<file path="src/hdl/icache_pkg.sv">
package icache_pkg;

  //////////////////////////////////////////////////////////////////////
  // geometry
  //////////////////////////////////////////////////////////////////////

  // meaningful address bits, sets the tag width
  localparam int MEM_ADDR_BITS = 16;
  localparam int CACHE_LINES   = 32;

  // fetch, queue head, next send
  localparam int CACHE_LOOKUPS = 3;

  //////////////////////////////////////////////////////////////////////
  // bus types
  //////////////////////////////////////////////////////////////////////

  typedef logic [63:0] addr_t;

  // zero means no transaction
  typedef logic [3:0] mem_tag_t;

  typedef enum logic [1:0] {
    BUS_NONE  = 2'h0,
    BUS_LOAD  = 2'h1,
    BUS_STORE = 2'h2
  } bus_command_e;

  // one prefetch queue slot
  typedef struct packed {
    addr_t    address;
    mem_tag_t mem_tag;
    logic     valid;
  } mem_req_t;

  localparam mem_req_t EMPTY_MEM_REQ = '0;

endpackage

</file>
<file path="src/hdl/cache_mem_if.sv">
`timescale 1ns/1ps

interface cache_mem_if #(
  parameter int NUM_WAYS = 4
);
  import icache_pkg::*;

  localparam int SET_BITS = $clog2(CACHE_LINES / NUM_WAYS);
  localparam int TAG_BITS = MEM_ADDR_BITS - 3 - SET_BITS;

  // lookup 0 fetch, 1 queue head, 2 next block to send
  logic [CACHE_LOOKUPS-1:0]               rd_en;
  logic [CACHE_LOOKUPS-1:0][SET_BITS-1:0] rd_idx;
  logic [CACHE_LOOKUPS-1:0][TAG_BITS-1:0] rd_tag;
  logic [CACHE_LOOKUPS-1:0][63:0]         rd_data;
  logic [CACHE_LOOKUPS-1:0]               rd_hit;

  // fill, applied at the clock edge
  logic                wr_en;
  logic [SET_BITS-1:0] wr_idx;
  logic [TAG_BITS-1:0] wr_tag;
  logic [63:0]         wr_data;

  modport icache (
    output rd_en, rd_idx, rd_tag,
    output wr_en, wr_idx, wr_tag, wr_data,
    input  rd_data, rd_hit
  );

  modport cache_mem (
    input  rd_en, rd_idx, rd_tag,
    input  wr_en, wr_idx, wr_tag, wr_data,
    output rd_data, rd_hit
  );

endinterface

</file>
<file path="src/hdl/cache_mem.sv">
`timescale 1ns/1ps

module cache_mem #(
  parameter int NUM_WAYS = 4
) (
  input  logic            clock,
  input  logic            reset,
  cache_mem_if.cache_mem  port
);
  import icache_pkg::*;

  localparam int NUM_SETS = CACHE_LINES / NUM_WAYS;
  localparam int SET_BITS = $clog2(NUM_SETS);
  localparam int TAG_BITS = MEM_ADDR_BITS - 3 - SET_BITS;
  localparam int WAY_BITS = (NUM_WAYS > 1) ? $clog2(NUM_WAYS) : 1;
  localparam logic [WAY_BITS-1:0] LAST_WAY = WAY_BITS'(NUM_WAYS - 1);

  logic [NUM_SETS-1:0][NUM_WAYS-1:0] line_valid;
  logic [TAG_BITS-1:0]               line_tag  [NUM_SETS][NUM_WAYS];
  logic [63:0]                       line_data [NUM_SETS][NUM_WAYS];

  // next victim per set
  logic [NUM_SETS-1:0][WAY_BITS-1:0] rr_way;

  logic                fill_match;
  logic [WAY_BITS-1:0] fill_way;

  //////////////////////////////////////////////////////////////////////
  // lookups
  //////////////////////////////////////////////////////////////////////

  always_comb begin
    for (int l = 0; l < CACHE_LOOKUPS; l++) begin
      port.rd_hit[l]  = 1'b0;
      port.rd_data[l] = '0;
      for (int w = 0; w < NUM_WAYS; w++) begin
        if (port.rd_en[l] && line_valid[port.rd_idx[l]][w] &&
            line_tag[port.rd_idx[l]][w] == port.rd_tag[l]) begin
          port.rd_hit[l]  = 1'b1;
          port.rd_data[l] = line_data[port.rd_idx[l]][w];
        end
      end
    end
  end

  //////////////////////////////////////////////////////////////////////
  // fill and replacement
  //////////////////////////////////////////////////////////////////////

  // reuse the way that already holds this tag
  always_comb begin
    fill_match = 1'b0;
    fill_way   = rr_way[port.wr_idx];
    for (int w = 0; w < NUM_WAYS; w++) begin
      if (line_valid[port.wr_idx][w] && line_tag[port.wr_idx][w] == port.wr_tag) begin
        fill_match = 1'b1;
        fill_way   = WAY_BITS'(w);
      end
    end
  end

  always_ff @(posedge clock) begin
    if (reset) begin
      line_valid <= '0;
      rr_way     <= '0;
    end else if (port.wr_en) begin
      line_valid[port.wr_idx][fill_way] <= 1'b1;
      if (!fill_match) begin
        if (rr_way[port.wr_idx] == LAST_WAY) begin
          rr_way[port.wr_idx] <= '0;
        end else begin
          rr_way[port.wr_idx] <= rr_way[port.wr_idx] + WAY_BITS'(1);
        end
      end
    end
  end

  always_ff @(posedge clock) begin
    if (port.wr_en) begin
      line_tag[port.wr_idx][fill_way]  <= port.wr_tag;
      line_data[port.wr_idx][fill_way] <= port.wr_data;
    end
  end

endmodule

</file>
<file path="src/flat_wrapper.sv">
// flat-port wrapper written by rule: the top's interface ports become plain ports
module cache_mem_flat import icache_pkg::*;
#(
  parameter int NUM_WAYS = 4
)
  (clock, reset, port_rd_en, port_rd_idx, port_rd_tag, port_wr_en, port_wr_idx, port_wr_tag, port_wr_data, port_rd_data, port_rd_hit);
  cache_mem_if #(.NUM_WAYS(NUM_WAYS)) port_i ();
  input  logic clock;
  input  logic reset;
  input wire logic [$bits(port_i.rd_en)-1:0] port_rd_en;
  input wire logic [$bits(port_i.rd_idx)-1:0] port_rd_idx;
  input wire logic [$bits(port_i.rd_tag)-1:0] port_rd_tag;
  input wire logic [$bits(port_i.wr_en)-1:0] port_wr_en;
  input wire logic [$bits(port_i.wr_idx)-1:0] port_wr_idx;
  input wire logic [$bits(port_i.wr_tag)-1:0] port_wr_tag;
  input wire logic [$bits(port_i.wr_data)-1:0] port_wr_data;
  output wire logic [$bits(port_i.rd_data)-1:0] port_rd_data;
  output wire logic [$bits(port_i.rd_hit)-1:0] port_rd_hit;
  assign port_i.rd_en = port_rd_en;
  assign port_i.rd_idx = port_rd_idx;
  assign port_i.rd_tag = port_rd_tag;
  assign port_i.wr_en = port_wr_en;
  assign port_i.wr_idx = port_wr_idx;
  assign port_i.wr_tag = port_wr_tag;
  assign port_i.wr_data = port_wr_data;
  assign port_rd_data = port_i.rd_data;
  assign port_rd_hit = port_i.rd_hit;
  cache_mem #(.NUM_WAYS(NUM_WAYS)) u_core (.clock(clock), .reset(reset), .port(port_i));
endmodule
</file>
<file path="config.mk">
export PLATFORM = sky130hd
export DESIGN_NAME = cache_mem_flat
export DESIGN_NICKNAME = d
export VERILOG_FILES = /design/src/hdl/icache_pkg.sv /design/src/hdl/cache_mem_if.sv /design/src/hdl/cache_mem.sv /design/src/flat_wrapper.sv
export SDC_FILE = /design/constraint.sdc
export NUM_CORES = 2
export LEC_CHECK = 0
export BUFFER_PORTS_ARGS = -buffer_cell sky130_fd_sc_hd__buf_2
export CORE_ASPECT_RATIO = 0.9
export CORE_MARGIN = 3
export CORE_UTILIZATION = 40
export DETAILED_ROUTE_END_ITERATION = 10
export GPL_TIMING_DRIVEN = 0
export PLACE_DENSITY = 0.54
export SYNTH_ARGS = -nofsm -noshare
export SYNTH_HDL_FRONTEND = slang
export SYNTH_SLANG_ARGS = --single-unit
</file>
<file path="constraint.sdc">
create_clock -name clock -period 8 [get_ports clock]
set_input_delay 0.4 -clock clock [delete_from_list [all_inputs] [get_ports clock]]
set_output_delay 0.4 -clock clock [all_outputs]
set_load 0.05 [all_outputs]
</file>
Yosys cells after proc, flatten, opt, wreduce, memory -nomap -nowiden --
Memories as Yosys holds them, arrays and structs flattened. Index checks and enable logic that the tools add are counted.
Word-level totals: flip-flop bits (word level) 48, word-level logic and storage cells 139, RAM bits 2368, memories 2, bits of input ports 122
Cells by class: add/sub/neg operators 1, equality and inequality tests 17, muxes and demuxes 57, order comparisons 9, reductions and logical operators 32, bitwise gates (word level) 5
Memory list:
- u_core.line_data | depth 8, width 256, read ports 3, clocked after Yosys merged registers in 0, write ports 1, RTL line cache_mem.sv:20 | logic [63:0] line_data [NUM_SETS][NUM_WAYS];
- u_core.line_tag | depth 8, width 40, read ports 4, clocked after Yosys merged registers in 0, write ports 1, RTL line cache_mem.sv:19 | logic [TAG_BITS-1:0] line_tag [NUM_SETS][NUM_WAYS];
Operators with widths (count):
- 2-to-1 mux 64 bit | 13
- 2-to-1 mux 256 bit | 1
- == test 10 bit | 16
- demux 64 bit (select 2 bit) | 1
- binary-select mux 4 bit (select 3 bit) | 4
- 2-to-1 mux 40 bit | 1
- OR 32 bit | 1
- logical AND 1 bit | 31
- demux 10 bit (select 2 bit) | 1
- 2-to-1 mux 4 bit | 5
- 2-to-1 mux 1 bit | 18
- AND 16 bit | 1
- bitwise mux 16 bit | 1
- less-than comparator 3 x 4 -> 1 bit (second input constant) | 4
- 2-to-1 mux 16 bit | 1
- inverter 16 bit | 1
- demux 4 bit (select 3 bit) | 1
- 2-to-1 mux 2 bit | 6
- 2-to-1 mux 10 bit | 1
- binary-select mux 2 bit (select 3 bit) | 1
- demux 2 bit (select 3 bit) | 1
- >= comparator 3 x 1 -> 1 bit (second input constant) | 1
- >= comparator 3 bit (second input constant) | 1
- less-than comparator 2 x 3 -> 1 bit (second input constant) | 1
- 8 further kinds | 8

Depth between registers and ports, before layout --
depth in word-level cells 14, gate-level depth with buffers 16, depth with buffers taken out 9

Least setup slack after synthesis --
No wires, ideal clock.
path type input port to flip-flop, start point input port port_wr_idx[1], end point memory u_core.line_data[0][192] (netlist bit) (enable), path buffers 5, library setup time 508 ps, setup slack 1398 ps, stages on the path 13, arrival 6095 ps, path through buf_4 -> buf_2 -> buf_1 -> mux4_2 -> mux2i_1 -> xor2_1 -> nand4_1 -> or4_4 -> o21a_1 -> or3b_1 -> buf_6 -> buf_6 -> nor2_1
On the way: word-level cells in the longest chain between the ends 13, elaborated cells between the ends (all ways) 24, classes of those cells 2 x order compare; 4 x eq/ne; 11 x mux; 1 x bitwise; 5 x reduce/logical; 1 x memory
RTL lines:
- start, declared | RTL line flat_wrapper.sv:14 | input wire logic [$bits(port_i.wr_idx)-1:0] port_wr_idx;
- memory (8 x 40 bit) / binary-select mux 4 bit (select 3 bit) (equally long branches)
- == test 10 bit / 2-to-1 mux 4 bit (equally long branches) | RTL line cache_mem.sv:55 | if (line_valid[port.wr_idx][w] && line_tag[port.wr_idx][w] == port.wr_tag) begin
- logical AND 1 bit | RTL line cache_mem.sv:55
- 2-to-1 mux 2 bit (4 in a row) | RTL line cache_mem.sv:55
- inverter 2 -> 3 bit (implied by the code) | RTL line cache_mem.sv:81 | line_data[port.wr_idx][fill_way] <= port.wr_data;
- >= comparator 3 bit (implied by the code) / less-than comparator 3 x 1 -> 1 bit (equally long branches) | RTL line cache_mem.sv:81
- logical AND 1 bit (implied by the code) | RTL line cache_mem.sv:81
- 2-to-1 mux 64 bit (implied by the code) | RTL line cache_mem.sv:81
- demux 64 bit (select 2 bit) | RTL line cache_mem.sv:81
- 2-to-1 mux 256 bit (implied by the code) | RTL line cache_mem.sv:81
- end, declared | RTL line cache_mem.sv:20
Parallel ways exist; a longest one is shown, timed or not. The select of a mux whose other input is x is not followed.

Worst setup path in the final report --
start point input port port_rd_idx[1], end point output port port_rd_data[3]
On the way: word-level cells in the longest chain between the ends 8, elaborated cells between the ends (all ways) 20, classes of those cells 4 x eq/ne; 6 x mux; 8 x reduce/logical; 2 x memory
RTL lines:
- start, declared | RTL line flat_wrapper.sv:11 | input wire logic [$bits(port_i.rd_idx)-1:0] port_rd_idx;
- parallel branches: the longest is 7 deep, another holds memory (8 x 40 bit)
- 2-to-1 mux 64 bit (*) | RTL line cache_mem.sv:37 | if (port.rd_en[l] && line_valid[port.rd_idx[l]][w] &&
- end, declared | RTL line flat_wrapper.sv:17 | output wire logic [$bits(port_i.rd_data)-1:0] port_rd_data;
Every way passes the cells marked *. The select of a mux whose other input is x is not followed.

==> report_table.html <==
<table>
<tr><th>Metric</th><th>Value</th></tr>
<tr><th colspan="2">Global routing</th></tr>
<tr><td>GR Layer Usage met2</td><td>0.500</td></tr>
<tr><td>Met3 global-route usage</td><td>0.101</td></tr>
<tr><td>Global route overflow</td><td>0</td></tr>
<tr><td>Number of antenna violations at the first check in global routing</td><td>45</td></tr>
<tr><td>Via count of the first global-routing pass</td><td>87,465</td></tr>
<tr><td>Global Route met1 Usage</td><td>0.447</td></tr>
<tr><td>Wire length of the first global-routing pass</td><td>775,000 um</td></tr>
<tr><td>Busiest layer in global routing</td><td>met2</td></tr>
<tr><td>Pin count of the biggest net entering global routing</td><td>38</td></tr>
<tr><td>Combined global-route utilization of all metal layers</td><td>0.333</td></tr>
<tr><th colspan="2">Placed design</th></tr>
<tr><td>Worst Setup Slack post-DPL</td><td>-0.521 ns</td></tr>
<tr><td>Final Wtd Congestion</td><td>0.951</td></tr>
<tr><td>Cell area after placement</td><td>146,000 um^2</td></tr>
<tr><td>Quantity of I/O buffers inserted on ports</td><td>302</td></tr>
<tr><td>Detailed-placement wirelength estimate</td><td>417,000 um</td></tr>
<tr><th colspan="2">Detailed routing</th></tr>
<tr><td>Detailed-route wire length</td><td>583,000 um</td></tr>
<tr><td>Iteration-0 DRC Markers</td><td>14,160</td></tr>
<tr><td>DRT Pass-1 Iters</td><td>6</td></tr>
<tr><td>Antenna Violating Nets Remaining</td><td>0</td></tr>
<tr><td>Total number of vias</td><td>89,169</td></tr>
<tr><td>Detail-routed net length per standard cell</td><td>45.8 um</td></tr>
<tr><td>Vias per inst</td><td>7.00</td></tr>
<tr><td>Post-route DRC violation count</td><td>0</td></tr>
<tr><th colspan="2">Power and ir drop</th></tr>
<tr><td>Total chip power</td><td>30.3 mW</td></tr>
<tr><td>Proportion of power drawn by the clock network</td><td>0.423</td></tr>
<tr><td>Maximum vdd ir drop</td><td>161 uV</td></tr>
<tr><td>Comb pwr share</td><td>0.114</td></tr>
<tr><td>Internal Pwr Total</td><td>22.6 mW</td></tr>
<tr><td>Static leakage power</td><td>51.0 nW</td></tr>
<tr><td>Switching Fraction</td><td>0.253</td></tr>
<tr><td>Portion of total power attributed to sequential cells</td><td>0.463</td></tr>
<tr><td>Net switching power figure</td><td>7.68 mW</td></tr>
<tr><td>Power Density</td><td>194 nW/um^2</td></tr>
<tr><th colspan="2">Clocking</th></tr>
<tr><td>Clock root buffer</td><td>clkbuf_16</td></tr>
<tr><td>Total number of clock tree sinks</td><td>2,416</td></tr>
<tr><td>CTS tree</td><td>yes</td></tr>
<tr><td>Max H-tree Level</td><td>5</td></tr>
<tr><td>Clock latency reported for the late side of the worst-skew pair</td><td>0.93 ns</td></tr>
<tr><td>Clock slew at the register clock pins of the worst setup and hold paths</td><td>0.06 ns</td></tr>
<tr><td>Number of CTS-inserted buffers</td><td>287</td></tr>
<tr><td>Maximum number of buffers from clock root to sink</td><td>4</td></tr>
<tr><th colspan="2">Logic synthesis</th></tr>
<tr><td>Commonest register cell after synthesis</td><td>edfxtp_1</td></tr>
<tr><td>Synth Register Bits</td><td>2,416</td></tr>
<tr><td>Instance count of the mapped netlist</td><td>7,174</td></tr>
<tr><td>Top cells by area, synth</td><td>edfxtp_1 (52%), mux4_2 (31%), mux2i_1 (5.9%)</td></tr>
<tr><td>Synth cell types</td><td>72</td></tr>
<tr><td>Mapped Nets</td><td>7,297</td></tr>
<tr><td>Proportion of synthesized flip-flops having asynchronous set or reset</td><td>0</td></tr>
<tr><td>Yosys top cell area share</td><td>0.525</td></tr>
<tr><td>Mapped Area</td><td>135,000 um^2</td></tr>
<tr><td>Number of warnings printed during yosys synthesis</td><td>0</td></tr>
<tr><td>Leading area contributor after synthesis</td><td>edfxtp_1</td></tr>
<tr><td>Sequential cell area fraction in the yosys report</td><td>0.532</td></tr>
<tr><td>Number of enable flip-flop cells after synthesis</td><td>2,368</td></tr>
<tr><td>Avg Cell Area, Syn</td><td>18.9 um^2</td></tr>
<tr><th colspan="2">Run status</th></tr>
<tr><td>Run status</td><td>complete, but fails checks</td></tr>
<tr><td>Violations in the final reports</td><td>capacitance limit, slew limit</td></tr>
<tr><th colspan="2">Die</th></tr>
<tr><td>Effective utilization at floorplan</td><td>0.402</td></tr>
<tr><td>Number of placed I/O pins</td><td>317</td></tr>
<tr><td>Die span in y</td><td>558 um</td></tr>
<tr><td>Die Outline Area</td><td>346,000 um^2</td></tr>
<tr><td>Number of placement rows</td><td>202</td></tr>
<tr><td>Core Area</td><td>337,000 um^2</td></tr>
<tr><td>Die width</td><td>620 um</td></tr>
<tr><th colspan="2">Timing</th></tr>
<tr><td>Maximum clock frequency</td><td>0.125 GHz</td></tr>
<tr><td>Summed negative setup slack over all endpoints</td><td>0 ns</td></tr>
<tr><td>Worst setup skew after layout</td><td>0.0488 ns</td></tr>
<tr><td>Fraction of the cycle the final worst path needs</td><td>0.999</td></tr>
<tr><td>Slew Limit Headroom</td><td>-0.0511</td></tr>
<tr><td>Final worst path period need</td><td>7.99 ns</td></tr>
<tr><td>Final setup vio count</td><td>0</td></tr>
<tr><td>Setup repair after global routing missed its margin</td><td>no</td></tr>
<tr><td>Final hold violation count</td><td>0</td></tr>
<tr><td>Actual slew at the worst max-slew pin</td><td>1.58 ns</td></tr>
<tr><td>Count of final max-slew check failures</td><td>99</td></tr>
<tr><td>Final worst-path setup slack</td><td>0.00598 ns</td></tr>
<tr><th colspan="2">Setup path</th></tr>
<tr><td>Most numerous cell on the critical path</td><td>buf_2</td></tr>
<tr><td>Largest stage delay on the critical path</td><td>1.08 ns</td></tr>
<tr><td>Register-to-Register Path Depth</td><td>13</td></tr>
<tr><td>Slack of the worst reg-to-reg path</td><td>2.98 ns</td></tr>
<tr><td>Highest net fanout along the worst path</td><td>10</td></tr>
<tr><td>Data arrival, critical path</td><td>7.59 ns</td></tr>
<tr><td>Critical path data required time</td><td>7.60 ns</td></tr>
<tr><td>Path type of the worst setup path</td><td>primary input to primary output</td></tr>
<tr><td>Cells along the critical path</td><td>buf_2, buf_2, clkdlybuf4s15_1, mux4_2, nand2_1, o21ai_0, nand3_1, nor4_1, nand4_1, clkbuf_2, buf_12, nand2_4, clkbuf_1, a211oi_1, a21oi_1, buf_2</td></tr>
<tr><td>Setup crit end kind</td><td>primary output</td></tr>
<tr><td>Critical Path Slowest Stage Cell</td><td>clkdlybuf4s15_1</td></tr>
<tr><td>Startpoint type of the worst setup path</td><td>primary input</td></tr>
<tr><th colspan="2">Layout</th></tr>
<tr><td>Combined flip-flop and latch cell area</td><td>72,100 um^2</td></tr>
<tr><td>Area taken by multi-input logic gates</td><td>60,400 um^2</td></tr>
<tr><td>Share of final-layout standard cells stronger than drive strength 1</td><td>0.421</td></tr>
<tr><td>Leading cell types in the layout, fill and taps excluded</td><td>edfxtp_1 (2,368), mux4_2 (1,850), mux2i_1 (796), buf_2 (531), clkbuf_1 (328)</td></tr>
<tr><td>Number of fill cells in the layout</td><td>28,492</td></tr>
<tr><td>Layout area overhead</td><td>15.1%</td></tr>
<tr><td>Post-route cell area</td><td>156,000 um^2</td></tr>
<tr><td>Final nets</td><td>8,112</td></tr>
<tr><td>Most common library cell in the layout ignoring fill and taps</td><td>edfxtp_1</td></tr>
<tr><th colspan="2">Hold path</th></tr>
<tr><td>Worst min-delay path category</td><td>primary input to flip-flop</td></tr>
<tr><td>Hold depth</td><td>1</td></tr>
<tr><th colspan="2">Run</th></tr>
<tr><td>Max Cap Viol</td><td>11</td></tr>
</table>
-- area by class of cell --
type / instances / area share
flip-flops and latches: 2416 / 0.462
multi-input cells: 4060 / 0.387
clock buffers: 365 / 0.0495
well taps: 4488 / 0.0360
repair buffers: 526 / 0.0355
plain buffers: 662 / 0.0208
clock inverters: 146 / 0.00720
inverters: 36 / 0.000867
diodes: 37 / 0.000594
-- metal layers --
metal	wire length (um)	part of all wire
met1	219000	0.38
met2	260000	0.45
met3	72800	0.12
met4	31000	0.053
met5	157	0.00027
-- sequential cells by signal, indices dropped and copies added (netlist names) --
name               cells
u_core.line_data    2048
u_core.line_tag      320
u_core.line_valid     32
u_core.rr_way         16
-- timing repair --
action,in CTS,in global routing
gates resized for setup,3,0
buffers inserted,0,1
pin swaps,0,1
hold buffers,60,0
setup endpoints to repair,33,14
endpoints found under the hold margin,1618,0
-- cell usage after synthesis, types with 63 or more instances --
cell	instances
o21ai_0	113
xor2_1	89
nor2_1	178
mux2_2	180
or2_2	71
buf_2	215
edfxtp_1	2368
buf_1	82
nand2_1	97
a21oi_1	106
mux4_2	1850
o221a_2	63
xnor2_1	69
clkbuf_1	303
a211oi_1	66
mux2i_1	796
-- worst max-delay path, delay by kind of cell --
family | cells | cell delay (ns)
compound gates | 3 | 1.23
buf+inv | 7 | 3.65
mux | 1 | 0.38
simple gates | 5 | 1.85
-- metrics by stage --
step                std cells  hold slack (ns)  utilization
detailed placement      12123            0.464        0.434
CTS                     12694          0.00164        0.462
finish                  12736           0.0672        0.463
global placement        11964            0.461        0.423
global route            12708           0.0612        0.463
floorplan                7174            0.445            -
-- power groups by stage --
stage | registers (mW) | clock network (mW) | logic (mW)
after global placement | 14.3 | 0 | 3.29
after detailed placement | 14.3 | 0 | 3.36
after CTS | 14.0 | 12.9 | 3.40
after floorplan | 14.3 | 0 | 1.98
after global routing | 14.1 | 13.4 | 3.55
final | 14.1 | 12.8 | 3.45
-- logic make-up (layout without fill, tap and decap cells) --
logic type	count (synthesis)	in the layout	synth area share
adders and majority gates	1	1	0.0000923
AOI/OAI and AO/OA	577	577	0.0335
buffers and inverters	698	1735	0.0244
other	0	37	0
DFF	2416	2416	0.532
and+or+nand+nor	495	495	0.0181
muxes	2829	2829	0.382
xor gates and xnor gates	158	158	0.0102
-- path summary, 6_finish.rpt --
| kind | from | to |
|---|---|---|
| worst min-delay path | port_wr_data[23] | u_core.line_data[5][87]$_DFFE_PP_ |
| worst max register to register | u_core.line_tag[3][2]$_DFFE_PP_ | u_core.line_data[1][32]$_DFFE_PP_ |
| worst max-delay path | port_rd_idx[1] | port_rd_data[3] |
| worst min register to register | u_core.rr_way[1]$_SDFFE_PP0P_ | u_core.rr_way[1]$_SDFFE_PP0P_ |
(Power assumes the default switching activity.)
