File: src/hdl/icache_pkg.sv
package icache_pkg;

  //////////////////////////////////////////////////////////////////////
  // geometry
  //////////////////////////////////////////////////////////////////////

  // meaningful address bits, sets the tag width
  localparam int MEM_ADDR_BITS = 16;
  localparam int CACHE_LINES   = 32;

  // fetch, queue head, next send
  localparam int CACHE_LOOKUPS = 3;

  //////////////////////////////////////////////////////////////////////
  // bus types
  //////////////////////////////////////////////////////////////////////

  typedef logic [63:0] addr_t;

  // zero means no transaction
  typedef logic [3:0] mem_tag_t;

  typedef enum logic [1:0] {
    BUS_NONE  = 2'h0,
    BUS_LOAD  = 2'h1,
    BUS_STORE = 2'h2
  } bus_command_e;

  // one prefetch queue slot
  typedef struct packed {
    addr_t    address;
    mem_tag_t mem_tag;
    logic     valid;
  } mem_req_t;

  localparam mem_req_t EMPTY_MEM_REQ = '0;

endpackage

File: src/hdl/cache_mem_if.sv
`timescale 1ns/1ps

interface cache_mem_if #(
  parameter int NUM_WAYS = 4
);
  import icache_pkg::*;

  localparam int SET_BITS = $clog2(CACHE_LINES / NUM_WAYS);
  localparam int TAG_BITS = MEM_ADDR_BITS - 3 - SET_BITS;

  // lookup 0 fetch, 1 queue head, 2 next block to send
  logic [CACHE_LOOKUPS-1:0]               rd_en;
  logic [CACHE_LOOKUPS-1:0][SET_BITS-1:0] rd_idx;
  logic [CACHE_LOOKUPS-1:0][TAG_BITS-1:0] rd_tag;
  logic [CACHE_LOOKUPS-1:0][63:0]         rd_data;
  logic [CACHE_LOOKUPS-1:0]               rd_hit;

  // fill, applied at the clock edge
  logic                wr_en;
  logic [SET_BITS-1:0] wr_idx;
  logic [TAG_BITS-1:0] wr_tag;
  logic [63:0]         wr_data;

  modport icache (
    output rd_en, rd_idx, rd_tag,
    output wr_en, wr_idx, wr_tag, wr_data,
    input  rd_data, rd_hit
  );

  modport cache_mem (
    input  rd_en, rd_idx, rd_tag,
    input  wr_en, wr_idx, wr_tag, wr_data,
    output rd_data, rd_hit
  );

endinterface

File: src/hdl/prefetch_cam.sv
`timescale 1ns/1ps

module prefetch_cam #(
  parameter int QUEUE_LEN      = 8,
  parameter int PREFETCH_DEPTH = 2
) (
  input  icache_pkg::addr_t    [PREFETCH_DEPTH:0]  probe_addrs,
  input  icache_pkg::mem_req_t [QUEUE_LEN-1:0]     entries,
  input  logic [$clog2(QUEUE_LEN+1)-1:0]           occupied,
  output logic [PREFETCH_DEPTH:0]                  present
);

  // entry by probe match matrix
  logic [PREFETCH_DEPTH:0][QUEUE_LEN-1:0] match;

  always_comb begin
    for (int p = 0; p <= PREFETCH_DEPTH; p++) begin
      for (int e = 0; e < QUEUE_LEN; e++) begin
        // only slots below the tail count
        match[p][e] = (e < occupied) && entries[e].valid &&
                      (entries[e].address[63:3] == probe_addrs[p][63:3]);
      end
    end
  end

  always_comb begin
    for (int p = 0; p <= PREFETCH_DEPTH; p++) begin
      present[p] = |match[p];
    end
  end

endmodule

File: src/hdl/icache.sv
`timescale 1ns/1ps

module icache #(
  parameter int NUM_WAYS       = 4,
  parameter int QUEUE_LEN      = 8,
  parameter int PREFETCH_DEPTH = 2
) (
  input  logic                      clock,
  input  logic                      reset,
  input  icache_pkg::addr_t         fetch_addr,
  output logic [63:0]               fetch_data,
  output logic                      fetch_valid,
  output icache_pkg::bus_command_e  mem_command,
  output icache_pkg::addr_t         mem_addr,
  input  icache_pkg::mem_tag_t      mem_response,
  input  logic [63:0]               mem_data,
  input  icache_pkg::mem_tag_t      mem_tag,
  cache_mem_if.icache               cache
);
  import icache_pkg::*;

  localparam int CW = $clog2(QUEUE_LEN + 1);
  localparam int IW = $clog2(QUEUE_LEN);
  localparam logic [CW-1:0] QUEUE_FULL = CW'(QUEUE_LEN);

  mem_req_t [QUEUE_LEN-1:0] queue, queue_n;
  logic [CW-1:0]            tail, tail_n;
  logic [CW-1:0]            send_ptr, send_ptr_n;
  logic [CW-1:0]            wait_ptr, wait_ptr_n;

  addr_t                    last_fetch_addr;
  addr_t                    fetch_block;
  addr_t [PREFETCH_DEPTH:0] probe_addrs;
  logic [PREFETCH_DEPTH:0]  in_queue;

  logic send_request, send_request_n;
  logic changed_addr;
  logic restart;
  logic head_retire;
  logic send_ready;
  logic accepted;
  logic rejected;
  logic mem_done;

  logic                       fill_en;
  logic [MEM_ADDR_BITS-4:0]   fill_block;
  logic [63:0]                fill_data;

  //////////////////////////////////////////////////////////////////////
  // fetch block and prefetch candidates
  //////////////////////////////////////////////////////////////////////

  assign fetch_block = addr_t'({fetch_addr[MEM_ADDR_BITS-1:3], 3'b000});

  // wraps inside the memory address range
  always_comb begin
    logic [MEM_ADDR_BITS-1:0] probe_low;
    for (int i = 0; i <= PREFETCH_DEPTH; i++) begin
      probe_low      = fetch_block[MEM_ADDR_BITS-1:0] + MEM_ADDR_BITS'(8 * i);
      probe_addrs[i] = addr_t'(probe_low);
    end
  end

  prefetch_cam #(
    .QUEUE_LEN      (QUEUE_LEN),
    .PREFETCH_DEPTH (PREFETCH_DEPTH)
  ) i_prefetch_cam (
    .probe_addrs (probe_addrs),
    .entries     (queue),
    .occupied    (tail),
    .present     (in_queue)
  );

  //////////////////////////////////////////////////////////////////////
  // array lookups and fill
  //////////////////////////////////////////////////////////////////////

  assign send_ready = (send_ptr < tail);

  always_comb begin
    cache.rd_en[0] = 1'b1;
    {cache.rd_tag[0], cache.rd_idx[0]} = fetch_addr[MEM_ADDR_BITS-1:3];
    cache.rd_en[1] = (tail != '0);
    {cache.rd_tag[1], cache.rd_idx[1]} = queue[0].address[MEM_ADDR_BITS-1:3];
    cache.rd_en[2] = send_ready;
    {cache.rd_tag[2], cache.rd_idx[2]} =
      queue[send_ptr[IW-1:0]].address[MEM_ADDR_BITS-1:3];
  end

  assign fetch_data  = cache.rd_data[0];
  assign fetch_valid = cache.rd_hit[0];

  assign cache.wr_en                  = fill_en;
  assign {cache.wr_tag, cache.wr_idx} = fill_block;
  assign cache.wr_data                = fill_data;

  //////////////////////////////////////////////////////////////////////
  // bus side
  //////////////////////////////////////////////////////////////////////

  assign mem_command = send_request ? BUS_LOAD : BUS_NONE;
  assign mem_addr    = send_request ? queue[send_ptr[IW-1:0]].address : '0;

  assign accepted = send_request & (mem_response != '0);
  assign rejected = send_request & (mem_response == '0);

  // tags return in request order
  assign mem_done = (wait_ptr < send_ptr) && (mem_tag != '0) &&
                    (queue[wait_ptr[IW-1:0]].mem_tag == mem_tag);

  //////////////////////////////////////////////////////////////////////
  // queue control
  //////////////////////////////////////////////////////////////////////

  assign changed_addr = (fetch_addr != last_fetch_addr);
  assign restart      = ~cache.rd_hit[0] & ~in_queue[0] & ~send_request;

  // head stays while its own load is on the bus
  assign head_retire = cache.rd_hit[1] & ~(send_request & (send_ptr == '0));

  always_comb begin
    queue_n    = queue;
    tail_n     = tail;
    send_ptr_n = send_ptr;
    wait_ptr_n = wait_ptr;

    if (head_retire) begin
      queue_n = {EMPTY_MEM_REQ, queue[QUEUE_LEN-1:1]};
      tail_n  = tail - CW'(1);
      if (send_ptr != '0) begin
        send_ptr_n = send_ptr - CW'(1);
      end
      if (wait_ptr != '0) begin
        wait_ptr_n = wait_ptr - CW'(1);
      end
    end

    if (mem_done && !(head_retire && wait_ptr == '0)) begin
      wait_ptr_n = wait_ptr_n + CW'(1);
    end

    if (accepted) begin
      queue_n[send_ptr_n[IW-1:0]].mem_tag = mem_response;
      send_ptr_n = send_ptr_n + CW'(1);
    end

    if (restart) begin
      tail_n     = '0;
      send_ptr_n = '0;
      wait_ptr_n = '0;
    end

    // slot 0 of the probes only on a restart
    if (changed_addr || restart) begin
      for (int i = 0; i <= PREFETCH_DEPTH; i++) begin
        if ((restart || (i > 0 && !in_queue[i])) && tail_n < QUEUE_FULL) begin
          queue_n[tail_n[IW-1:0]] = '{address: probe_addrs[i], mem_tag: '0, valid: 1'b1};
          tail_n = tail_n + CW'(1);
        end
      end
    end
  end

  always_comb begin
    if (restart) begin
      send_request_n = 1'b1;
    end else if (send_request) begin
      send_request_n = rejected;
    end else begin
      // already present blocks wait to retire at the head
      send_request_n = send_ready & ~cache.rd_hit[2];
    end
  end

  always_ff @(posedge clock) begin
    if (reset) begin
      queue           <= '0;
      tail            <= '0;
      send_ptr        <= '0;
      wait_ptr        <= '0;
      send_request    <= 1'b0;
      last_fetch_addr <= '1;
      fill_en         <= 1'b0;
    end else begin
      queue           <= queue_n;
      tail            <= tail_n;
      send_ptr        <= send_ptr_n;
      wait_ptr        <= wait_ptr_n;
      send_request    <= send_request_n;
      last_fetch_addr <= fetch_addr;
      fill_en         <= mem_done;
    end
  end

  always_ff @(posedge clock) begin
    if (mem_done) begin
      fill_block <= queue[wait_ptr[IW-1:0]].address[MEM_ADDR_BITS-1:3];
      fill_data  <= mem_data;
    end
  end

endmodule

File: src/flat_wrapper.sv
// flat-port wrapper written by rule: the top's interface ports become plain ports
module icache_flat import icache_pkg::*;
#(
  parameter int NUM_WAYS       = 4,
  parameter int QUEUE_LEN      = 8,
  parameter int PREFETCH_DEPTH = 2
)
  (clock, reset, fetch_addr, fetch_data, fetch_valid, mem_command, mem_addr, mem_response, mem_data, mem_tag, cache_rd_en, cache_rd_idx, cache_rd_tag, cache_wr_en, cache_wr_idx, cache_wr_tag, cache_wr_data, cache_rd_data, cache_rd_hit);
  cache_mem_if #(.NUM_WAYS(NUM_WAYS)) cache_i ();
  input  logic clock;
  input  logic reset;
  input  icache_pkg::addr_t fetch_addr;
  output logic [63:0] fetch_data;
  output logic fetch_valid;
  output icache_pkg::bus_command_e mem_command;
  output icache_pkg::addr_t mem_addr;
  input  icache_pkg::mem_tag_t mem_response;
  input  logic [63:0] mem_data;
  input  icache_pkg::mem_tag_t mem_tag;
  output wire logic [$bits(cache_i.rd_en)-1:0] cache_rd_en;
  output wire logic [$bits(cache_i.rd_idx)-1:0] cache_rd_idx;
  output wire logic [$bits(cache_i.rd_tag)-1:0] cache_rd_tag;
  output wire logic [$bits(cache_i.wr_en)-1:0] cache_wr_en;
  output wire logic [$bits(cache_i.wr_idx)-1:0] cache_wr_idx;
  output wire logic [$bits(cache_i.wr_tag)-1:0] cache_wr_tag;
  output wire logic [$bits(cache_i.wr_data)-1:0] cache_wr_data;
  input wire logic [$bits(cache_i.rd_data)-1:0] cache_rd_data;
  input wire logic [$bits(cache_i.rd_hit)-1:0] cache_rd_hit;
  assign cache_rd_en = cache_i.rd_en;
  assign cache_rd_idx = cache_i.rd_idx;
  assign cache_rd_tag = cache_i.rd_tag;
  assign cache_wr_en = cache_i.wr_en;
  assign cache_wr_idx = cache_i.wr_idx;
  assign cache_wr_tag = cache_i.wr_tag;
  assign cache_wr_data = cache_i.wr_data;
  assign cache_i.rd_data = cache_rd_data;
  assign cache_i.rd_hit = cache_rd_hit;
  icache #(.NUM_WAYS(NUM_WAYS), .QUEUE_LEN(QUEUE_LEN), .PREFETCH_DEPTH(PREFETCH_DEPTH)) u_core (.clock(clock), .reset(reset), .fetch_addr(fetch_addr), .fetch_data(fetch_data), .fetch_valid(fetch_valid), .mem_command(mem_command), .mem_addr(mem_addr), .mem_response(mem_response), .mem_data(mem_data), .mem_tag(mem_tag), .cache(cache_i));
endmodule
File: config.mk
export PLATFORM = sky130hd
export DESIGN_NAME = icache_flat
export DESIGN_NICKNAME = d
export VERILOG_FILES = /design/src/hdl/icache_pkg.sv /design/src/hdl/cache_mem_if.sv /design/src/hdl/prefetch_cam.sv /design/src/hdl/icache.sv /design/src/flat_wrapper.sv
export SDC_FILE = /design/constraint.sdc
export NUM_CORES = 2
export LEC_CHECK = 0
export BUFFER_PORTS_ARGS = -buffer_cell sky130_fd_sc_hd__buf_2
export CAP_MARGIN = 20
export CORE_MARGIN = 4
export CORE_UTILIZATION = 24
export CTS_CLUSTER_DIAMETER = 60
export CTS_CLUSTER_SIZE = 25
export DETAILED_ROUTE_END_ITERATION = 10
export SLEW_MARGIN = 20
export SYNTH_ARGS = -nofsm -noshare
export SYNTH_HDL_FRONTEND = slang
export SYNTH_SLANG_ARGS = --single-unit
File: constraint.sdc
create_clock -name clock -period 5.48 [get_ports clock]
set_input_delay 0.822 -clock clock [delete_from_list [all_inputs] [get_ports clock]]
set_output_delay 0.822 -clock clock [all_outputs]
set_load 0.01 [all_outputs]
# [Word-level counts from Yosys, hierarchy flattened]
# Index checks and enable logic that the tools add are counted.
[op_classes] reduce_logical=61 n_mux=42 bitwise=12 mul=0 shift=0 addsub=10 div=0 order_cmp=23 n_eq_ne=26
[ops] op="$mux W552" n=8
[ops] op="$bwmux W552" n=4
[ops] op="$eq A61 B13 Y1" n=24
[ops] op="$demux W69 S3" n=4
[ops] op="$bmux W69 S3" n=2
[ops] op="$mux W69" n=4
[ops] op="$mux W64" n=1
[ops] op="$ne A64 B64 Y1" n=1
[ops] op="$mux W4" n=14
[ops] op="$logic_and A1 B1 Y1" n=43
[ops] op="$lt A3 B4 Y1 const B" n=6
[ops] op="$reduce_or A8 Y1" n=3
[ops] op="$mux W21" n=1
[ops] op="$add A4 B1 Y4 const B" n=5
[ops] op="$reduce_bool A4 Y1" n=5
[ops] op="$add A16 B4 Y16 const B" n=1
[ops] op="$add A16 B5 Y16 const B" n=1
[ops] op="$lt A3 B4 Y1 const A" n=4
[ops] op="$ge A3 B1 Y1 const B" n=4
[ops] op="$logic_not A4 Y1" n=3
[ops] op="$lt A4 B4 Y1 const B" n=3
[ops] op="$sub A4 B1 Y4 const B" n=3
[ops] op="$lt A1 B4 Y1 const A" n=2
[ops] op="$lt A2 B4 Y1 const A" n=2
[ops] op="9 further kinds" n=26
[totals] ram_bits=0 memories=0 ff_bits=707 out_inout_bits=251 latchBits=0 inputBits=333 word_cells=206 rom_bits=0

# [Logic depth before layout (Yosys ltp)]
[depth] word_depth=23 ltp_mapped=21 ltp_nobuf=19

# [Modules after synthesis]
# From an unflattened synthesis, not the netlist that was laid out.
[hier_totals] hier_cells=5768 area_unflattened_um2=51765.9
[by_module_without_submodules] module="icache" cells_each=3553 n_inst=1 seq_area_each_um2=14924.3 area_per_inst_um2=34471.8
[by_module_without_submodules] module="prefetch_cam" cells_each=2215 n_inst=1 seq_area_each_um2=0.0 area_per_inst_um2=17294.1

# [Worst setup path after synthesis]
# No wires, ideal clock.
[synth_path] path_kind="register to register" startpoint="register u_core.wait_ptr[0]" endpoint="register u_core.wait_ptr[2]" setup_time_ns=0.086 path_stages_with_launch=13 arrival_ns=5.199 required_ns=5.394 setup_slack_ns=0.195 period_less_slack_ns=5.285 path_buffers=2 cell_sequence="dfxtp_1 > clkbuf_1 > clkbuf_1 > mux4_2 > mux2i_1 > xor2_1 > and4_1 > o21ai_0 > inv_1 > nand2_1 > mux2i_1 > nor2_1 > a211oi_1"
[synth_via] elab_chain_cells=6 word_cells_on_any_way=16 cone_classes="add/sub (2); order compare (1); eq/ne (1); mux (5); reduce/logical (7)"
[synth_rtl] item="from (decl)" line_no="icache.sv:29" source="logic [CW-1:0] wait_ptr, wait_ptr_n;"
[synth_rtl] item="from (signal assigned)" line_no="icache.sv:188" source="wait_ptr <= wait_ptr_n;"
[synth_rtl] item="$bmux W69 S3" line_no="icache.sv:109" source="(queue[wait_ptr[IW-1:0]].mem_tag == mem_tag);"
[synth_rtl] item="$mux W21"
[synth_rtl] item="$eq A4 B4 Y1" line_no="icache.sv:109"
[synth_rtl] item="$logic_and A1 B1 Y1 *" line_no="icache.sv:108" source="assign mem_done = (wait_ptr < send_ptr) && (mem_tag != '0) &&"
[synth_rtl] item="named net u_core.mem_done" line_no="icache.sv:43" source="logic mem_done;"
[synth_rtl] item="$logic_and A1 B1 Y1 *" line_no="icache.sv:138" source="if (mem_done && !(head_retire && wait_ptr == '0)) begin"
[synth_rtl] item="$mux W4 *" line_no="icache.sv:138"
# The timed path passes the listed nets; every way through them passes the cells marked *. The select of a mux whose other input is x is not followed.
# A chain may end at the register's enable or synchronous reset.

# [Final worst setup path]
[layout_path] startpoint="register u_core.tail[0]" endpoint="register u_core.queue[498] in the netlist's numbering"
[layout_via] elab_chain_cells=23 word_cells_on_any_way=90 cone_classes="add/sub (3); order compare (17); mux (21); bitwise (3); reduce/logical (46)"
[layout_rtl] item="from (decl)" line_no="icache.sv:27" source="logic [CW-1:0] tail, tail_n;"
[layout_rtl] item="from (signal assigned)" line_no="icache.sv:186" source="tail <= tail_n;"
[layout_rtl] item="$lt A1 B4 Y1, or another cell as far along" line_no="prefetch_cam.sv:20" source="match[p][e] = (e < occupied) && entries[e].valid &&"
[layout_rtl] item="$logic_and A1 B1 Y1 (2 in a row)" line_no="prefetch_cam.sv:20"
[layout_rtl] item="$reduce_or A8 Y1" line_no="prefetch_cam.sv:28" source="present[p] = |match[p];"
[layout_rtl] item="$not A1 Y1" line_no="icache.sv:116" source="assign restart = ~cache.rd_hit[0] & ~in_queue[0] & ~send_request;"
[layout_rtl] item="$and A1 B1 Y1 (2 in a row)" line_no="icache.sv:116"
[layout_rtl] item="$mux W4" line_no="icache.sv:147" source="if (restart) begin"
[layout_rtl] item="$lt A4 B4 Y1" line_no="icache.sv:156" source="if ((restart || (i > 0 && !in_queue[i])) && tail_n < QUEUE_FULL) begin"
[layout_rtl] item="$logic_and A1 B1 Y1" line_no="icache.sv:156"
[layout_rtl] item="[5 not listed]"
[layout_rtl] item="$mux W4" line_no="icache.sv:154" source="if (changed_addr || restart) begin"
[layout_rtl] item="$lt A3 B4 Y1 (not written as such) / $ge A3 B1 Y1 (equally long branches)" line_no="icache.sv:157" source="queue_n[tail_n[IW-1:0]] = '{address: probe_addrs[i], mem_tag: '0, valid: 1'b1};"
[layout_rtl] item="$logic_and A1 B1 Y1 (not written as such)" line_no="icache.sv:157"
[layout_rtl] item="$mux W69 (not written as such)" line_no="icache.sv:157"
[layout_rtl] item="$demux W69 S3"
[layout_rtl] item="$bwmux W552" line_no="icache.sv:157"
[layout_rtl] item="$mux W552" line_no="icache.sv:156"
[layout_rtl] item="$mux W552 *" line_no="icache.sv:154"
[layout_rtl] item="to (signal assigned)" line_no="icache.sv:185" source="queue <= queue_n;"
[layout_rtl] item="to (decl)" line_no="icache.sv:26" source="mem_req_t [QUEUE_LEN-1:0] queue, queue_n;"
# Mark *: on every way between the ends. The rest lies on a longest branch, timed or not. The select of a mux whose other input is x is not followed.

==> results.tsv <==
metric	value	unit
status	finished, final reports clean	
crit_cells	20	
antenna_found_initial	12	
crit_buf_inv	5	
drive_gt1_share	21.43	%
cts_tree	done	
start_util	24.12	%
placed_cell_area	0.04340	sq mm
netlist_area	0.03869	sq mm
overflow	0	
n_fill_cell	16969	
cts-resized-gates	0	
most-common-layout-cells	nand2_1 (1160), dfxtp_1 (624), a21oi_1 (543), buf_2 (324), xnor2_1 (244)	
numCtsBuffers	70	
seq_area	0.01494	sq mm
cpMaxStageDelayCell	dfxtp_1	
synthFlopType	dfxtp_1	
avgViaCountPerCell	5.096	
slew_violations	0	
hold_violations	0	
worstMarginPinSlew	1.097	ns
grt_pass1_vias	33091	
synth_cell_types	94	
worstSetupPathType	reg2reg	
synth_edf_count	77	
ios	584	
h-tree-depth	3	
cap_viol_max_count	0	
clk_pin_slew_worst_paths	0.08	ns
relSlewSlack	26.87	%
path_cells	inv_1 > ha_1 > or3b_2 > nand4_1 > nor4_1 > buf_4 > nand4_1 > nand4_1 > nor2_2 > inv_2 > nand2_1 > inv_1 > ha_1 > xnor2_1 > or3_1 > a21oi_2 > a31oi_2 > and3_2 > buf_12 > a221o_1	
finalSetupTns	0	ns
routedWlPerCell	22.36	um
synth-async-reset-ratio	0	%
area_growth	18.99	%
critPathMaxStageDelay	0.44	ns
die_w	409.5	um
startpoint_type	flop	
drc	0	
cpLargestDelayFamily	simple AND/OR/NAND/NOR gates	
finalCritPeriodShare	93.75	%
final_cells	6930	
ys.warnings.count	0	
die_y	409.5	um
syn_avg_cell_area	8.618	sq um
ant_nets	0	
grt_max_degree	123	
insertion_delay	0.73	ns
ys_seq_area_share	38.58	%
dp_hpwl	112.3	mm
fin_skew	0.06606	ns
clockBufferDepth	3	
setup_viol	0	
placed_cells_incl_taps	6799	
synth-seq-cells	707	
clock_sinks	707	
rows	147	
track_usage	17.60	%
drtIter0Drc	4097	
core_area	0.1604	sq mm
cp_max_fo	6	
fin_area	0.04603	sq mm
synth_nets	4839	
clockRootBuffer	clkbuf_16	
worstPathRequired	6.05	ns
whs_path_depth	1	
die-area	0.1677	sq mm
syn_inst	4489	
post_cts_hold_buffer_count	0	
crit_path_frequent_cell	nand4_1	
detail_route.wirelength	155.0	mm
postLayoutCoreUtil	28.70	%
gp_congestion	1.001	
vias	35317	
fin_hold_ws	0.2785	ns
postCtsSetupRepairBufs	0	
fmax	194.7	MHz
multi_input_area	0.02154	sq mm
nNetsFinal	5062	
cp.arrival	5.70	ns
dr.pass1.iters	6	
final_common_cell	nand2_1	
p_leak	15.72	nW
grt_pass1_wl	225.8	mm
rsz0062_at_grt	no	
port_buffers	325	
power_density	423.0	mW/mm^2
worstRegToRegCells	20	
hold_path.class	in2reg	
ir_worst_vdd	263.6	uV
endpoint_kind	flop	
post-route-min-period	5.137	ns
==> per-layer routing <==
layer / GRT usage, % / share of wire (%) / up-vias
met5: 0 / 0.026 / -
met4: 7.256 / 4.4 / 6
met3: 4.057 / 8.9 / 320
met2: 27.02 / 44 / 1724
met1: 23.76 / 43 / 17075
li1: - / - / 16192
==> power breakdown <==
part           internal (mW)  total, mW  switching [mW]
Clock                   2.76       5.38            2.62
Combinational           2.86       7.81            4.95
Sequential              5.60       6.28           0.678
Total                   11.2       19.5            8.25
==> flip-flops by register name, indices dropped and copies added, names as in the netlist, 3 cells and up <==
signal                  flops
u_core.send_ptr             4
u_core.fill_block          13
u_core.tail                 4
u_core.cache.rd_tag        10
u_core.wait_ptr             4
u_core.cache.wr_data       64
u_core.cache.rd_idx         3
u_core.last_fetch_addr     64
u_core.queue              539
==> through the flow <==
step | setup slack, ns | power [mW]
finish | 0.3426 | 19.47
global route | 0.08585 | 20.19
CTS | 0.3337 | 19.37
detailed placement | -0.07380 | 13.96
global placement | -0.04913 | 13.90
floorplan | 0.1949 | 10.58
==> final cells by class <==
type	instances	share of cell area, %
Antenna cell	2	0.01087
Clock buffer	74	3.927
Clock inverter	54	1.734
Inverter	30	0.2446
Multi-Input combinational cell	3307	46.80
Sequential cell	707	32.45
Tap cell	2160	5.871
Timing Repair Buffer	596	8.964
==> synthesized netlist by cell type (all sizes together) (5+ instances only) <==
| cell type | instances | area (sq um) |
|---|---|---|
| a2111oi | 8 | 90.09 |
| or3 | 14 | 87.58 |
| nor2 | 142 | 573.0 |
| ha | 17 | 212.7 |
| edfxtp | 77 | 2312 |
| a21oi | 544 | 2726 |
| nand3 | 41 | 245.2 |
| o21ai | 69 | 345.3 |
| nand2 | 1163 | 4375 |
| mux4 | 162 | 3649 |
| a31oi | 33 | 212.7 |
| mux2i | 65 | 650.6 |
| o211ai | 9 | 67.56 |
| or2 | 65 | 406.6 |
| and3 | 15 | 93.84 |
| a211oi | 15 | 112.6 |
| o211a | 5 | 50.05 |
| xnor3 | 8 | 180.2 |
| a21o | 14 | 105.1 |
| buf | 221 | 1345 |
| nand2b | 10 | 62.56 |
| nor3b | 9 | 67.56 |
| dfxtp | 630 | 12610 |
| nor4b | 11 | 96.34 |
| o31ai | 7 | 57.55 |
| a221o | 13 | 130.1 |
| inv | 30 | 112.6 |
| mux2 | 15 | 168.9 |
| a221oi | 49 | 429.2 |
| o22ai | 28 | 181.4 |
| clkbuf | 224 | 840.8 |
| nor4 | 130 | 849.6 |
| xor2 | 99 | 867.1 |
| a32o | 7 | 70.07 |
| a311oi | 24 | 210.2 |
| a211o | 7 | 61.31 |
| nor2b | 9 | 56.30 |
| o2111ai | 12 | 105.1 |
| nor3 | 49 | 300.3 |
| and2 | 60 | 375.4 |
| o2bb2a | 11 | 120.1 |
| xnor2 | 246 | 2170 |
| or4 | 7 | 52.55 |
| nand4 | 64 | 421.7 |
==> path summary, 6_finish.rpt <==
kind	from	end	slack, ns
max	u_core.tail[0]	u_core.queue[498]	0.34
min	mem_data[62]	u_core.cache.wr_data[62]	0.28
max reg2reg	u_core.tail[0]	u_core.queue[498]	0.34
min reg2reg	u_core.queue[490]	u_core.queue[421]	0.45
==> cell families after synthesis <==
| family | Yosys count | share of synthesized area (%) |
|---|---|---|
| adders and majority gates | 17 | 0.5498 |
| and+or+nand+nor | 1800 | 21.08 |
| AOI/OAI and AO/OA | 893 | 13.96 |
| other | 2 | 0.01941 |
| xor gates and xnor gates | 353 | 8.315 |
| buffers and inverters | 475 | 5.941 |
| muxes | 242 | 11.55 |
| DFF | 707 | 38.58 |
==> worst register-to-register path, delay by kind of cell, from the launching register on <==
| family | cells | cell delay, ns |
|---|---|---|
| buf+inv | 5 | 0.76 |
| fa+ha+maj | 2 | 0.50 |
| compound gates | 3 | 0.67 |
| simple gates | 9 | 2.51 |
| flops | 1 | 0.44 |
| xor+xnor | 1 | 0.11 |
No activity file was read; power rests on OpenSTA's default activity.
